[config.mk]
export PLATFORM = sky130hd
export DESIGN_NAME = hitMapTop
export DESIGN_NICKNAME = d
export VERILOG_FILES = /design/src/verilog/hitMapReqPkg.sv /design/src/verilog/hitMapGeomPkg.sv /design/src/verilog/hitMapTop.sv /design/src/verilog/hitUpdatePipe.sv /design/src/verilog/hitMapClearer.sv /design/src/verilog/hitRowMemory.sv
export SDC_FILE = /design/constraint.sdc
export NUM_CORES = 1
export LEC_CHECK = 0
export BUFFER_PORTS_ARGS = -buffer_cell sky130_fd_sc_hd__buf_2
export CAP_MARGIN = 10
export CORE_UTILIZATION = 40
export DETAILED_ROUTE_END_ITERATION = 16
export PLACE_DENSITY_LB_ADDON = 0.1
export SYNTH_ARGS = -nofsm -noshare
export SYNTH_HDL_FRONTEND = slang
export SYNTH_SLANG_ARGS = --single-unit
[constraint.sdc]
create_clock -name clk -period 5.15 [get_ports clk]
set_clock_uncertainty 0.1 [all_clocks]
set_input_delay 0.2575 -clock clk [delete_from_list [all_inputs] [get_ports clk]]
set_output_delay 0.2575 -clock clk [all_outputs]
set_load 0.05 [all_outputs]
[src/verilog/hitMapReqPkg.sv]
package hitMapReqPkg;

    // host request codes
    typedef enum logic [1:0] {
        opSetHit  = 2'd0,   // OR one bit into its row
        opReadBit = 2'd1,   // return the stored bit of one ssid
        opReadRow = 2'd2    // return a whole row
    } hitOpT;

    localparam int ReadLatency = 2;                 // memory read cycles
    localparam int PipeDepth   = ReadLatency + 1;   // stages a request occupies

    // host owns this many credits after reset
    localparam int NumCredits = 4;

    // wide enough to hold NumCredits itself
    typedef logic [$clog2(NumCredits+1)-1:0] creditCountT;

endpackage

[src/verilog/hitMapGeomPkg.sv]
package hitMapGeomPkg;

    // the map is a grid of rows, each row a word of column bits
    localparam int NumRows = 16;                // rows in the map
    localparam int NumCols = 16;                // hit bits per row
    localparam int RowBits = $clog2(NumRows);   // row address width
    localparam int ColBits = $clog2(NumCols);   // column index width

    // row address into the memory
    typedef logic [RowBits-1:0] rowIndexT;

    // bit position inside one row
    typedef logic [ColBits-1:0] colIndexT;

    // superstrip id, row in the upper bits and column in the lower bits
    typedef logic [RowBits+ColBits-1:0] ssidT;

    // one full row of hit bits
    typedef logic [NumCols-1:0] hitRowT;

endpackage
[src/verilog/hitMapTop.sv]
`timescale 1ns/100ps

module hitMapTop (
    input  logic                clk,
    input  logic                reset,
    input  logic                reqValid,
    input  hitMapReqPkg::hitOpT reqOp,
    input  hitMapGeomPkg::ssidT reqSsid,
    output logic                respValid,
    output hitMapGeomPkg::ssidT respSsid,
    output logic                respBit,
    output hitMapGeomPkg::hitRowT respRow,
    output logic                creditReturn,
    output logic                busy
);

    hitMapGeomPkg::rowIndexT memRdRow;      // pipe read address
    hitMapGeomPkg::hitRowT   memRdData;
    logic                    pipeWrEn;      // write-back before the clearer mux
    hitMapGeomPkg::rowIndexT pipeWrRow;
    hitMapGeomPkg::hitRowT   pipeWrData;
    logic                    memWrEn;       // after the mux
    hitMapGeomPkg::rowIndexT memWrRow;
    hitMapGeomPkg::hitRowT   memWrData;

    hitUpdatePipe u_pipe (
        .clk          (clk),
        .reset        (reset),
        .reqValid     (reqValid),
        .reqOp        (reqOp),
        .reqSsid      (reqSsid),
        .rdRow        (memRdRow),
        .rdData       (memRdData),
        .wrEn         (pipeWrEn),
        .wrRow        (pipeWrRow),
        .wrData       (pipeWrData),
        .respValid    (respValid),
        .respSsid     (respSsid),
        .respBit      (respBit),
        .respRow      (respRow),
        .creditReturn (creditReturn)
    );

    hitMapClearer u_clearer (
        .clk        (clk),
        .reset      (reset),
        .pipeWrEn   (pipeWrEn),
        .pipeWrRow  (pipeWrRow),
        .pipeWrData (pipeWrData),
        .wrEn       (memWrEn),
        .wrRow      (memWrRow),
        .wrData     (memWrData),
        .busy       (busy)
    );

    hitRowMemory u_memory (
        .clk    (clk),
        .wrEn   (memWrEn),
        .wrRow  (memWrRow),
        .wrData (memWrData),
        .rdRow  (memRdRow),
        .rdData (memRdData)
    );

endmodule

[src/verilog/hitUpdatePipe.sv]
`timescale 1ns/100ps

module hitUpdatePipe (
    input  logic                    clk,
    input  logic                    reset,
    input  logic                    reqValid,
    input  hitMapReqPkg::hitOpT     reqOp,
    input  hitMapGeomPkg::ssidT     reqSsid,
    output hitMapGeomPkg::rowIndexT rdRow,
    input  hitMapGeomPkg::hitRowT   rdData,
    output logic                    wrEn,
    output hitMapGeomPkg::rowIndexT wrRow,
    output hitMapGeomPkg::hitRowT   wrData,
    output logic                    respValid,
    output hitMapGeomPkg::ssidT     respSsid,
    output logic                    respBit,
    output hitMapGeomPkg::hitRowT   respRow,
    output logic                    creditReturn
);

    // request stages, index 0 is the cycle after acceptance
    logic [hitMapReqPkg::PipeDepth-1:0] stValid;
    hitMapReqPkg::hitOpT                stOp   [hitMapReqPkg::PipeDepth];
    hitMapGeomPkg::ssidT                stSsid [hitMapReqPkg::PipeDepth];

    // recent write-backs, index 0 is the one from the previous cycle
    logic [hitMapReqPkg::ReadLatency-1:0] fwdValid;
    hitMapGeomPkg::rowIndexT              fwdRow  [hitMapReqPkg::ReadLatency];
    hitMapGeomPkg::hitRowT                fwdData [hitMapReqPkg::ReadLatency];

    // last stage view
    logic                    lastValid;
    hitMapReqPkg::hitOpT     lastOp;
    hitMapGeomPkg::ssidT     lastSsid;
    hitMapGeomPkg::rowIndexT lastRow;
    hitMapGeomPkg::colIndexT lastCol;
    hitMapGeomPkg::hitRowT   curRow;    // freshest value of the row
    logic                    lastIsRead;

    // credits spent by the host and not yet returned
    hitMapReqPkg::creditCountT inFlight;

    always_ff @(posedge clk) begin
        if (reset) begin
            stValid <= '0;              // drop everything in flight
        end else begin
            stValid <= {stValid[hitMapReqPkg::PipeDepth-2:0], reqValid};
        end
    end

    always_ff @(posedge clk) begin
        stOp[0]   <= reqOp;
        stSsid[0] <= reqSsid;
        for (int i = 1; i < hitMapReqPkg::PipeDepth; i++) begin
            stOp[i]   <= stOp[i-1];
            stSsid[i] <= stSsid[i-1];
        end
    end

    // row read goes out from the first stage, data lands in the last one
    assign rdRow = stSsid[0][hitMapGeomPkg::ColBits +: hitMapGeomPkg::RowBits];

    assign lastValid  = stValid[hitMapReqPkg::PipeDepth-1];
    assign lastOp     = stOp[hitMapReqPkg::PipeDepth-1];
    assign lastSsid   = stSsid[hitMapReqPkg::PipeDepth-1];
    assign {lastRow, lastCol} = lastSsid;
    assign lastIsRead = (lastOp == hitMapReqPkg::opReadBit) ||
                        (lastOp == hitMapReqPkg::opReadRow);

    // memory misses writes made while this read was in flight
    always_comb begin
        curRow = rdData;
        for (int i = hitMapReqPkg::ReadLatency - 1; i >= 0; i--) begin
            if (fwdValid[i] && (fwdRow[i] == lastRow)) begin
                curRow = fwdData[i];    // newer write wins
            end
        end
    end

    // set hit write-back, read-modify-write in one cycle
    assign wrEn   = lastValid && (lastOp == hitMapReqPkg::opSetHit);
    assign wrRow  = lastRow;
    assign wrData = curRow | (hitMapGeomPkg::hitRowT'(1) << lastCol);

    always_ff @(posedge clk) begin
        if (reset) begin
            fwdValid <= '0;
        end else begin
            fwdValid <= {fwdValid[hitMapReqPkg::ReadLatency-2:0], wrEn};
        end
    end

    always_ff @(posedge clk) begin
        fwdRow[0]  <= wrRow;
        fwdData[0] <= wrData;
        for (int i = 1; i < hitMapReqPkg::ReadLatency; i++) begin
            fwdRow[i]  <= fwdRow[i-1];
            fwdData[i] <= fwdData[i-1];
        end
    end

    // retire, every request gives one credit back
    always_ff @(posedge clk) begin
        if (reset) begin
            respValid    <= 1'b0;
            creditReturn <= 1'b0;
        end else begin
            respValid    <= lastValid && lastIsRead;    // set hits stay silent
            creditReturn <= lastValid;
        end
    end

    always_ff @(posedge clk) begin
        respSsid <= lastSsid;
        respBit  <= curRow[lastCol];
        respRow  <= curRow;
    end

    always_ff @(posedge clk) begin
        if (reset) begin
            inFlight <= '0;
        end else begin
            inFlight <= inFlight + hitMapReqPkg::creditCountT'(reqValid)
                                 - hitMapReqPkg::creditCountT'(creditReturn);
        end
    end

    // host must not issue beyond its credits
    creditBound: assert property (@(posedge clk) disable iff (reset)
        inFlight <= hitMapReqPkg::NumCredits)
        else $error("requests in flight exceed host credits");

    legalOp: assert property (@(posedge clk) disable iff (reset)
        reqValid |-> (reqOp inside {hitMapReqPkg::opSetHit, hitMapReqPkg::opReadBit,
                                    hitMapReqPkg::opReadRow}))
        else $error("request with unknown opcode");

endmodule

[src/verilog/hitMapClearer.sv]
`timescale 1ns/100ps

module hitMapClearer (
    input  logic                    clk,
    input  logic                    reset,
    input  logic                    pipeWrEn,
    input  hitMapGeomPkg::rowIndexT pipeWrRow,
    input  hitMapGeomPkg::hitRowT   pipeWrData,
    output logic                    wrEn,
    output hitMapGeomPkg::rowIndexT wrRow,
    output hitMapGeomPkg::hitRowT   wrData,
    output logic                    busy
);

    typedef enum logic {
        clearIdle,  // pipe owns the write port
        clearSweep  // zeroing rows, one per cycle
    } clearStateT;

    clearStateT              state;
    hitMapGeomPkg::rowIndexT clearRow;  // row being zeroed this cycle
    logic                    sweeping;

    assign sweeping = (state == clearSweep);

    always_ff @(posedge clk) begin
        if (reset) begin
            state    <= clearSweep;     // sweep restarts on every reset
            clearRow <= '0;
        end else begin
            case (state)
                clearSweep: begin
                    clearRow <= clearRow + 1'b1;
                    if (clearRow == hitMapGeomPkg::rowIndexT'(hitMapGeomPkg::NumRows - 1)) begin
                        state <= clearIdle; // last row goes out this cycle
                    end
                end
                default: begin
                    state <= clearIdle;
                end
            endcase
        end
    end

    // write port mux, sweep has priority
    always_comb begin
        if (sweeping) begin
            wrEn   = 1'b1;
            wrRow  = clearRow;
            wrData = '0;                // empty row
        end else begin
            wrEn   = pipeWrEn;          // pass the pipe's write-back through
            wrRow  = pipeWrRow;
            wrData = pipeWrData;
        end
    end

    assign busy = sweeping;             // high for NumRows cycles after reset falls

    // host holds requests while busy, so the pipe has nothing to write back
    noPipeWriteInSweep: assert property (@(posedge clk) disable iff (reset)
        sweeping |-> !pipeWrEn)
        else $error("pipe write-back collided with the clear sweep");

endmodule

[src/verilog/hitRowMemory.sv]
`timescale 1ns/100ps

module hitRowMemory (
    input  logic                    clk,
    input  logic                    wrEn,
    input  hitMapGeomPkg::rowIndexT wrRow,
    input  hitMapGeomPkg::hitRowT   wrData,
    input  hitMapGeomPkg::rowIndexT rdRow,
    output hitMapGeomPkg::hitRowT   rdData
);

    // block ram model, one write port and one read port
    hitMapGeomPkg::hitRowT rowStore [hitMapGeomPkg::NumRows];

    // registered read path, stage 0 is the array output register
    hitMapGeomPkg::hitRowT rdPipe [hitMapReqPkg::ReadLatency];

    always_ff @(posedge clk) begin
        if (wrEn) begin
            rowStore[wrRow] <= wrData;  // commits at the edge ending the write cycle
        end
    end

    always_ff @(posedge clk) begin
        rdPipe[0] <= rowStore[rdRow];   // old data on a same-cycle write
        for (int i = 1; i < hitMapReqPkg::ReadLatency; i++) begin
            rdPipe[i] <= rdPipe[i-1];   // output register stages
        end
    end

    // data for an address of cycle c shows up in cycle c + ReadLatency
    assign rdData = rdPipe[hitMapReqPkg::ReadLatency-1];

endmodule

* Word level (Yosys, flattened, before mapping) *
Memories as Yosys holds them, arrays and structs flattened.
Cells that the tools add are included.

storage, ports and cells
  flip-flop bits (word level) = 37
  bits in writable memories = 358
  bits of input ports = 13
  memories = 6

memory list
  name               depth  width  read ports  clocked after Yosys merged registers in  write ports  RTL line             source
  u_memory.rowStore  16     16     1           0                                        1            hitRowMemory.sv:13   hitMapGeomPkg::hitRowT rowStore [hitMapGeomPkg::NumRows];
  u_memory.rdPipe    2      16     2           0                                        2            hitRowMemory.sv:16   hitMapGeomPkg::hitRowT rdPipe [hitMapReqPkg::ReadLatency];
  u_pipe.fwdData     2      16     2           0                                        2            hitUpdatePipe.sv:29  hitMapGeomPkg::hitRowT fwdData [hitMapReqPkg::ReadLatency];
  u_pipe.stSsid      3      8      3           0                                        3            hitUpdatePipe.sv:24  hitMapGeomPkg::ssidT stSsid [hitMapReqPkg::PipeDepth];
  u_pipe.fwdRow      2      4      2           0                                        2            hitUpdatePipe.sv:28  hitMapGeomPkg::rowIndexT fwdRow [hitMapReqPkg::ReadLatency];
  u_pipe.stOp        3      2      3           0                                        3            hitUpdatePipe.sv:23  hitMapReqPkg::hitOpT stOp [hitMapReqPkg::PipeDepth];

operators by class
  add/sub/neg operators = 1
  order comparisons = 1
  equality and inequality tests = 5
  shifts and indexed selects = 1
  multiplexer cells = 11
  bitwise operators = 1
  reductions and logical operators = 6

operators by type and width
  kind                    count
  $mux W16                3
  $or A16 B16 Y16         1
  $shl A1 B4 Y16 const A  1
  $eq A4 B4 Y1            2
  $mux W1                 6
  $lt A4 B5 Y1 const B    1
  $add A4 B1 Y4 const B   1
  $bmux W1 S4             1
  $eq A4 B4 Y1 const B    1
  $logic_and A1 B1 Y1     4
  $mux W4                 1
  $eq A2 B1 Y1 const B    1
  $eq A2 B2 Y1 const B    1
  $logic_not A2 Y1        1
  $logic_or A1 B1 Y1      1

* Logic depth before layout (Yosys ltp) *
Gate-level depths: netlist (run 1).

  depth in word-level cells = 6
  depth in mapped cells = 12
  gate-level depth less buffers = 8

* Hierarchy *
Synthesis (run 1) repeated with hierarchy kept, for this count alone.

second synthesis, totals
  cell total of the unflattened synthesis = 769
  area, all modules = 13,959.6 um2

modules (own cells, without submodules)
  module         instances  cells each  area an instance (um2)
  hitRowMemory   1          464         10,483.8
  hitUpdatePipe  1          262         3,078.0
  hitMapClearer  1          43          397.9

* Worst setup path before layout (run 1) *
No wires, ideal clock.

  path type = reg2reg
  start point = register u_clearer.state, in the netlist u_clearer.busy
  end point = memory u_memory.rowStore[13][0] in the netlist's numbering (enable)
  library setup time = 388 ps
  arrival time = 2,204 ps
  slack = 2,457 ps
  cell stages (with the launch flop) = 7
  period minus slack after synthesis = 2,693 ps
  cell sequence = dfxtp_1 > clkbuf_1 > buf_1 > nand2_1 > o21ai_0 > nand2_1 > nor2_1

between the ends
  word-level cells in the longest chain between the ends = 3
  elaborated cells on any way between the ends = 4

RTL lines
  item                           RTL line             source
  start: declaration             hitMapClearer.sv:20  clearStateT state;
  start signal: assignment       hitMapClearer.sv:28  state <= clearSweep;
  start signal: assignment       hitMapClearer.sv:35  state <= clearIdle;
  start signal: assignment       hitMapClearer.sv:39  state <= clearIdle;
  $mux W1                        hitMapClearer.sv:47  if (sweeping) begin
  $mux W1                        hitRowMemory.sv:19   if (wrEn) begin
  $mux W1 (not written as such)  hitRowMemory.sv:20   rowStore[wrRow] <= wrData;
  end: declaration               hitRowMemory.sv:13

Several ways; a longest one is shown, not always the timed one.

==> results of run 1 <==
[through the flow]
| step | util [%] | worst slack (ns) | instances | hold WS, ns | instance area [µm²] |
|---|---|---|---|---|---|
| 3_5_place_dp | 42.9 | 1.54 | 1169 | 0.212 | 14400 |
| 5_1_grt | 46.9 | 1.25 | 1254 | 0.236 | 15800 |
| 3_3_place_gp | 42.9 | 1.73 | 1169 | 0.215 | 14400 |
| 2_1_floorplan | - | 2.46 | 709 | 0.185 | 13700 |
| 4_1_cts | 46.9 | 1.57 | 1254 | 0.228 | 15800 |
| 6_report | 46.9 | 1.58 | 1254 | 0.226 | 15800 |
[worst max-delay path by stage]
stage | start | to | slack, ns | cells after the start
after floorplan | u_clearer.busy | u_memory.rowStore[13][0] | 2.46 | 6
after global placement | u_pipe.stSsid[0][20] | u_memory.rowStore[4][9] | 1.73 | 7
after detailed placement | u_pipe.stSsid[0][20] | u_memory.rowStore[15][2] | 1.54 | 7
after CTS | u_pipe.stSsid[0][20] | u_memory.rowStore[10][13] | 1.57 | 7
after global routing | u_pipe.stSsid[0][20] | u_memory.rowStore[11][13] | 1.25 | 7
final | u_pipe.stSsid[0][23] | u_memory.rowStore[13][5] | 1.58 | 7
[where the power goes]
part	internal [mW]	switching (mW)	leakage, nW
sequential	3.45	0.0607	3.30
combinational	0.141	0.228	1.22
clock	1.55	1.12	0.572
[what timing repair did]
| item | CTS | global route |
|---|---|---|
| hold buffers | 13 | 0 |
| buffers inserted | 0 | 0 |
| endpoints found under the hold margin | 20 | 0 |
| endpoints found under the setup margin | 0 | 0 |
[state kept, by name, indices dropped and copies added (netlist names)]
register	cells
u_pipe.respValid	1
u_pipe.stOp	6
u_pipe.respSsid	7
u_clearer.clearRow	4
u_pipe.fwdRow	5
u_clearer.busy	1
u_pipe.respRow	16
u_pipe.fwdData	32
u_pipe.stSsid	24
u_pipe.stValid	3
u_pipe.fwdValid	2
u_pipe.respBit	1
u_memory.rdPipe	32
u_memory.rowStore	256
u_pipe.creditReturn	1
[placed cells by master (no fill, tap or decap), types with 2 or more instances in the layout]
cell type / count
clkbuf_16: 41
nor3_1: 5
nand2_1: 17
nor2_4: 14
buf_2: 40
mux2i_1: 16
clkbuf_1: 19
nor2_1: 28
or2b_1: 2
dfxtp_2: 2
xnor2_1: 6
a21o_1: 13
nor2_2: 2
clkinvlp_4: 2
clkinv_2: 2
a21oi_2: 7
buf_4: 8
o21bai_1: 3
o22a_1: 2
ha_1: 2
nand3_1: 3
a21oi_1: 11
xor2_1: 2
clkbuf_8: 2
clkinv_1: 5
o31ai_1: 3
mux4_2: 81
nand4_1: 3
dfxtp_1: 132
a31oi_1: 4
dlygate4sd3_1: 13
inv_1: 7
o32a_1: 2
and2_1: 3
nor2b_1: 25
a31o_2: 2
nand2b_1: 3
edfxtp_1: 256
[layer usage]
layer | GRT usage (%) | vias up | share of wire, %
met5 | 0 | - | 0
met4 | 6.18 | 0 | 2.9
met3 | 3.11 | 60 | 4.7
met2 | 29.0 | 169 | 48
met1 | 24.6 | 3419 | 45
li1 | - | 2890 | -
[cells in the mapped netlist, drive strengths merged, types with 4 or more instances]
master	number
nand2	17
mux4	81
dfxtp	135
xnor2	6
inv	7
nor3	6
a21o	13
nor2	44
nor2b	26
a31oi	4
buf	19
edfxtp	256
a21oi	18
clkbuf	17
mux2i	16
[cell type report]
class,instances,area (µm²)
tap,448,561
inverter,7,26.3
timing repair buffer,61,390
clock buffer,62,1120
clock inverter,10,73.8
sequential,391,10400
fill,2811,17900
multi-input combinational,275,3180
[critical path: cells and delay by family, from the launching register on]
kind / cells / cell delay, ns
and+or+nand+nor: 4 / 2.10
AOI/OAI and AO/OA: 2 / 0.46
DFF: 1 / 0.39
muxes: 1 / 0.17
[logic make-up after synthesis]
family | count (synthesis)
buffers and inverters | 43
multiplexers | 98
XOR/XNOR | 8
AND/OR/NAND/NOR | 111
AO/OA/AOI/OAI | 56
adder cells (fa/ha/maj) | 2
flip-flops | 391
==> results_dict.tcl, run 1 <==
set metrics [dict create \
    synthMuxAreaShare_pct 14.6 \
    synth_area_leaders "edfxtp_1, dfxtp_1, mux4_2" \
    setup_viol_count_final 0 \
    first_iter_violations 444 \
    ios 41 \
    die-area_mm2 0.0349 \
    gp_congestion 0.763 \
    postSynth.topFlopCell "edfxtp_1" \
    track_usage_pct 17.9 \
    hp-start "u_memory.rdPipe[0][7]" \
    area_growth_pct 15.2 \
    period_share_pct 69.3 \
    synth_seq_cells 391 \
    cpMaxStageDelayCell "nor3_4" \
    antenna_found_initial 0 \
    clock-sinks 391 \
    h-tree-depth 2 \
    critPathMaxFanout 16 \
    nets 791 \
    yosysTopAreaCell "edfxtp_1" \
    maxSlewHeadroom_pct 29.6 \
    post-synth-top-area-fraction_pct 56.2 \
    grt_first_pass_wirelength_um 45400 \
    hold_viol 0 \
    rows 67 \
    layout-drive-gt1-share_pct 26.4 \
    critPathMaxStageDelay_ns 0.80 \
    drc 0 \
    start_kind "flip-flop" \
    synthArstFlopShare_pct 0 \
    first_global_vias 6892 \
    end_kind "flip-flop" \
    port_buffers 40 \
    grt_max_degree 66 \
    syn_area_per_cell_um2 19.3 \
    reg2reg_from "u_pipe.stSsid[0][23]" \
    overflow 0 \
    p_leak_nw 5.10 \
    syn_nets 724 \
    synth_compound_area_share_pct 3.10 \
    min_path_type "flip-flop to flip-flop" \
    cts.repair.resized 0 \
    core-area_mm2 0.0336 \
    whs_path_depth 0 \
    vias_per_cell 5.21 \
    worstPathRequired_ns 5.23 \
    synth-edff-count 256 \
    yosys.area_share.adder_pct 0.183 \
    wirelength_um 30600 \
    synth_cells 709 \
    ant_nets 0 \
    r2r_end "u_memory.rowStore[13][5]" \
    cap_violations 0 \
    die_y_um 187 \
    hpwl_um 16800 \
    path_clk_slew_ns 0.06 \
    cts_tree "yes" \
    cts_buffers 40 \
    routed-via-count 6538 \
    clk_latency_ns 0.52 \
    finalPower_mw 6.55 \
    arrival_ns 3.65 \
    clockRootBuffer "clkbuf_16" \
    path_cells "nor2b_4 > or3_4 > nor3_4 > mux2i_1 > a21oi_1 > a21o_1 > nor2b_1" \
    max_slew.worst_pin.slew_ns 1.05 \
    fmaxAchievable_mhz 280 \
    period_needed_ns 3.57 \
    power.density_mw_per_mm2 416 \
    synth-xor-area-share_pct 0.512 \
    crit_type "flip-flop to flip-flop" \
    start_util_pct 40.7 \
    cts_buffer_depth 3 \
    max-vdd-ir-drop_mv 0.261 \
    num_antenna_cells 0 \
    timing.setup.tns_ns 0 \
    synthesis.area_mm2 0.0137 \
    outcome "finished, final reports clean" \
    hold_path_end "u_memory.rdPipe[0][23]" \
    firstDrtPassIters 5 \
    yosysWarnings 0 \
    ys_seq_area_share_pct 76.0 \
    die_x_um 187 \
    r2r_setup_slack_ns 1.58 \
    wire_per_inst_um 24.4 \
    synth_top_family_by_area "multiplexers" \
    drv_slew 0 \
    worst_r2r_path_depth 7 \
    synth-simple-area-share_pct 4.08 \
    synth_cell_types 49 \
    rsz0062_at_grt "no" \
]
No activity file was read; power rests on OpenSTA's default activity.
==> run 2: changes to the inputs <==
- clock period: 5.15 -> 3.75 ns (I/O delays scaled with it)
==> run 2 against run 1 <==
First-iteration DRC count is 20% lower. Power is 38% higher. Count of clock-buffer cells in the layout is 2 lower. Register-to-register slack worse by 1.1 ns. Sequential share of layout area is 0.69 points lower. Critical path depth stayed put. Sequential power is 37% higher. Flip-flop and latch count stayed put. Largest cell class unchanged. Wire length is 2.9% lower. Worst hold slack worse by 0.038 ns.
==> results_dict.tcl, run 2 (synthesized netlist as in run 1, its figures left out) <==
set metrics [dict create \
    drc 0 \
    wirelength_um 29700 \
    area_growth_pct 16.4 \
    max_slew.worst_pin.slew_ns 1.06 \
    hold_viol 0 \
    port_buffers 40 \
    period_share_pct 88.1 \
    post-place-ws_ns 0.468 \
    routed-via-count 6613 \
    whs_path_depth 2 \
    wire_per_inst_um 23.2 \
    fin_hold_ws_ns 0.188 \
    num_antenna_cells 0 \
    cts_tree "yes" \
    cts_buffer_depth 3 \
    core-area_mm2 0.0336 \
    critPathMaxFanout 25 \
    final_common_cell "edfxtp_1" \
    overflow 0 \
    cap_violations 0 \
    cts_buffers 40 \
    grt_first_pass_wirelength_um 44800 \
    firstDrtPassIters 4 \
    rows 67 \
    rsz0062_at_grt "no" \
    finalPower_mw 9.06 \
    vias_per_cell 5.17 \
    path_clk_slew_ns 0.06 \
    outcome "finished, final reports clean" \
    reg_top3 "u_memory.rowStore: 256 flops, u_memory.rdPipe: 32 flops, u_pipe.fwdData: 32 flops" \
    clockRootBuffer "clkbuf_16" \
    timing.setup.tns_ns 0 \
    die_y_um 187 \
    top_register "u_memory.rowStore" \
    first_iter_violations 357 \
    setup_viol_count_final 0 \
    power.density_mw_per_mm2 569 \
    ios 41 \
    h-tree-depth 2 \
    dp.cells 1192 \
    layout-drive-gt1-share_pct 29.0 \
    worst_r2r_path_depth 7 \
    worstPathRequired_ns 3.84 \
    final_cells 1279 \
    die-area_mm2 0.0349 \
    drv_slew 0 \
    hpwl_um 17000 \
    die_x_um 187 \
    layout_common_cells "edfxtp_1, dfxtp_1, mux4_2, clkbuf_16, buf_2" \
    gp_congestion 0.801 \
    track_usage_pct 17.6 \
    first_global_vias 6898 \
    antenna_found_initial 0 \
    clock-sinks 391 \
    start_util_pct 40.7 \
    cts.repair.resized 0 \
    clk_latency_ns 0.53 \
    setup_ws_ns 0.446 \
    nets 814 \
    arrival_ns 3.40 \
    fmaxAchievable_mhz 303 \
    ant_nets 0 \
    grt_max_degree 32 \
    period_needed_ns 3.30 \
    max-vdd-ir-drop_mv 0.488 \
    crit_type "flip-flop to flip-flop" \
    end_kind "flip-flop" \
    p_leak_nw 5.26 \
    start_kind "flip-flop" \
    maxSlewHeadroom_pct 29.1 \
    min_path_type "input port to flip-flop" \
    largest_reg_flops 256 \
]
[run 2: cell types whose count changed in the layout (fill, tap and decap cells not counted), sizes merged]
cell	change
buf	+23
clkbuf	-2
clkinv	+6
clkinvlp	-2
[run 2: path summary, 6_finish.rpt]
| kind | slack, ns | start | to |
|---|---|---|---|
| min reg2reg | 0.21 | u_memory.rdPipe[0][7] | u_memory.rdPipe[0][23] |
| max reg2reg | 0.45 | u_pipe.stSsid[0][22] | u_memory.rowStore[15][6] |
| min | 0.19 | reqSsid[6] | u_pipe.stSsid[0][6] |
| max | 0.45 | u_pipe.stSsid[0][22] | u_memory.rowStore[15][6] |
[run 2: worst max-delay path, stage by stage (launching register included)]
cell and delay, ns:
dfxtp_1 0.48, xnor2_1 0.16, nand3_1 0.13, or2_1 0.57, buf_4 0.30, a31oi_1 0.26
a21o_1 0.16, nor2b_1 0.80
[run 2: power breakdown]
group	internal (mW)	switching, mW
logic	0.200	0.298
clock network	2.19	1.55
registers	4.74	0.0861
total	7.12	1.93
[run 2: what timing repair did]
action | CTS | global route
hold buffers | 13 | 0
endpoints found under the hold margin | 20 | 0
buffers inserted | 0 | 0
[run 2: final cells by class]
class	instances	area, µm²
multi-input cells	275	3110
clock inverters	14	100
fillers	2778	17700
well taps	448	561
repair buffers	84	576
clock buffers	60	1150
inverters	7	26.3
flip-flops and latches	391	10400
[run 2: through the flow]
| stage | utilization (%) | cell area (µm²) |
|---|---|---|
| floorplan | - | 13700 |
| finish | 47.4 | 15900 |
| global route | 47.4 | 15900 |
| CTS | 47.4 | 15900 |
| detailed placement | 43.3 | 14500 |
| global placement | 43.3 | 14500 |
[run 2: per-layer routing]
| metal | share of wire, % | vias up | GRT usage, % |
|---|---|---|---|
| met5 | 0 | - | 0 |
| met1 | 45 | 3480 | 23.9 |
| li1 | - | 2940 | - |
| met3 | 4.5 | 39 | 3.11 |
| met4 | 2.0 | 0 | 4.73 |
| met2 | 49 | 154 | 29.1 |
==> run 3: changes to the inputs <==
--- a/config.mk
+++ b/config.mk
@@ -6,5 +6,5 @@
 export NUM_CORES = 1
 export LEC_CHECK = 0
-export BUFFER_PORTS_ARGS = -buffer_cell sky130_fd_sc_hd__buf_2
+export BUFFER_PORTS_ARGS = -buffer_cell sky130_fd_sc_hd__buf_4
 export CAP_MARGIN = 10
 export CORE_UTILIZATION = 40
--- a/constraint.sdc
+++ b/constraint.sdc
@@ -3,3 +3,3 @@
 set_input_delay 0.1875 -clock clk [delete_from_list [all_inputs] [get_ports clk]]
 set_output_delay 0.1875 -clock clk [all_outputs]
-set_load 0.05 [all_outputs]
+set_load 0.02 [all_outputs]
==> run 3 against run 2 <==
Fmax shrank 2.3%. Worst hold slack gained 0.024 ns. Wire length grew 3.7%. Power shrank 0.80%. Global-route usage grew 0.56 points. Via count grew 0.92%. Core utilization grew 0.23 points. Critical path depth is the same. Final cell count shrank 0.39%. Critical path type unchanged. Largest cell class unchanged.
==> results_dict.tcl, run 3 (synthesized netlist as in run 1, its figures left out) <==
set metrics [dict create \
    outcome "finished, final reports clean" \
    wirelength_um 30800 \
    end_kind "flip-flop" \
    wire_per_inst_um 24.2 \
    p_leak_nw 5.27 \
    worstPathRequired_ns 3.82 \
    finalCoreUtilization_pct 47.6 \
    firstDrtPassIters 5 \
    p_sw_mw 1.88 \
    rsz0062_at_grt "no" \
    cts_buffers 41 \
    layout_common_cells "edfxtp_1, dfxtp_1, mux4_2, buf_4, clkbuf_16" \
    power.density_mw_per_mm2 562 \
    cts.repair.resized 0 \
    n_fill_cell 2783 \
    final_common_cell "edfxtp_1" \
    vias_per_cell 5.24 \
    power_frac_clock_pct 41.1 \
    p_int_mw 7.11 \
    reg_top3 "u_memory.rowStore: 256 flops, u_memory.rdPipe: 32 flops, u_pipe.fwdData: 32 flops" \
    num_antenna_cells 0 \
    p_seq_share_pct 53.8 \
    period_share_pct 90.2 \
    grt_max_degree 45 \
    cts_buffer_depth 3 \
    start_kind "flip-flop" \
    rows 67 \
    cap_violations 0 \
    dpl_cell_area_mm2 0.0146 \
    start_util_pct 40.7 \
    max_slew.worst_pin.slew_ns 1.10 \
    critPathMaxFanout 24 \
    min_path_type "input port to flip-flop" \
    maxSlewHeadroom_pct 26.4 \
    routed-via-count 6674 \
    ios 41 \
    drc 0 \
    h-tree-depth 2 \
    die-area_mm2 0.0349 \
    ant_nets 0 \
    port_buffers 40 \
    cts_tree "yes" \
    post-place-ws_ns 0.380 \
    setup_ws_ns 0.369 \
    design_area_mm2 0.0160 \
    hold_viol 0 \
    drv_slew 0 \
    arrival_ns 3.45 \
    period_needed_ns 3.38 \
    timing.setup.tns_ns 0 \
    top_register "u_memory.rowStore" \
    swShare_pct 20.9 \
    first_iter_violations 415 \
    fmaxAchievable_mhz 296 \
    area_growth_pct 17.0 \
    first_global_vias 6932 \
    dp.cells 1188 \
    track_usage_pct 18.1 \
    setup_viol_count_final 0 \
    power_frac_comb_pct 5.1 \
    core-area_mm2 0.0336 \
    die_y_um 187 \
    overflow 0 \
    layout-drive-gt1-share_pct 29.1 \
    max-vdd-ir-drop_mv 0.271 \
    crit_type "flip-flop to flip-flop" \
    path_clk_slew_ns 0.06 \
    gp_congestion 0.811 \
    final_cells 1274 \
    clk_latency_ns 0.53 \
    nets 811 \
    hpwl_um 17000 \
    clockRootBuffer "clkbuf_16" \
    die_x_um 187 \
    fin_hold_ws_ns 0.212 \
    antenna_found_initial 0 \
    clock-sinks 391 \
    finalPower_mw 8.99 \
    largest_reg_flops 256 \
    grt_first_pass_wirelength_um 45900 \
]
[run 3: per-layer routing]
layer / global-route usage [%] / part of all wire [%] / up-vias
li1: - / - / 2935
met2: 29.7 / 48 / 159
met5: 0 / 0 / -
met3: 2.85 / 4.1 / 54
met1: 24.7 / 45 / 3526
met4: 6.27 / 2.8 / 0
[run 3: layout make-up]
cell class | instances | area, µm² | share of cell area, %
Clock buffer | 61 | 1170 | 7.33
Multi-Input combinational cell | 275 | 3110 | 19.5
Clock inverter | 12 | 57.6 | 0.360
Timing Repair Buffer | 80 | 671 | 4.19
Sequential cell | 391 | 10400 | 65.0
Inverter | 7 | 26.3 | 0.164
Tap cell | 448 | 561 | 3.50
[run 3: what timing repair did]
action                                  CTS  global route
endpoints found under the setup margin    0             0
hold endpoints to repair                 22             0
buffers inserted                          0             0
hold buffers                             13             0
[run 3: worst paths after layout]
check                                           from                        end  slack [ns]  cells past startpoint
worst max-delay path            u_pipe.stSsid[0][22]  u_memory.rowStore[11][15]        0.37                      7
worst min-delay path                      reqSsid[4]        u_pipe.stSsid[0][4]        0.21                      2
worst max register to register  u_pipe.stSsid[0][22]  u_memory.rowStore[11][15]        0.37                      7
worst min register to register  u_pipe.stSsid[0][14]       u_pipe.stSsid[0][22]        0.22                      0
[run 3: worst max-delay path: stages (launching register included)]
cell and delay [ns]:
dfxtp_1 0.48, xnor2_1 0.10, nand3_1 0.15, or2_1 0.74, nor2_1 0.09, a21oi_1 0.31, o21bai_1 0.23, nor2b_1 0.82
[run 3: power by group through the flow]
stage / Combinational [mW] / Clock [mW] / Sequential, mW
final: 0.460 / 3.70 / 4.83
after global routing: 0.490 / 3.97 / 4.85
after CTS: 0.468 / 3.80 / 4.83
after detailed placement: 0.455 / 0 / 4.92
after global placement: 0.452 / 0 / 4.92
after floorplan: 0.280 / 0 / 4.90
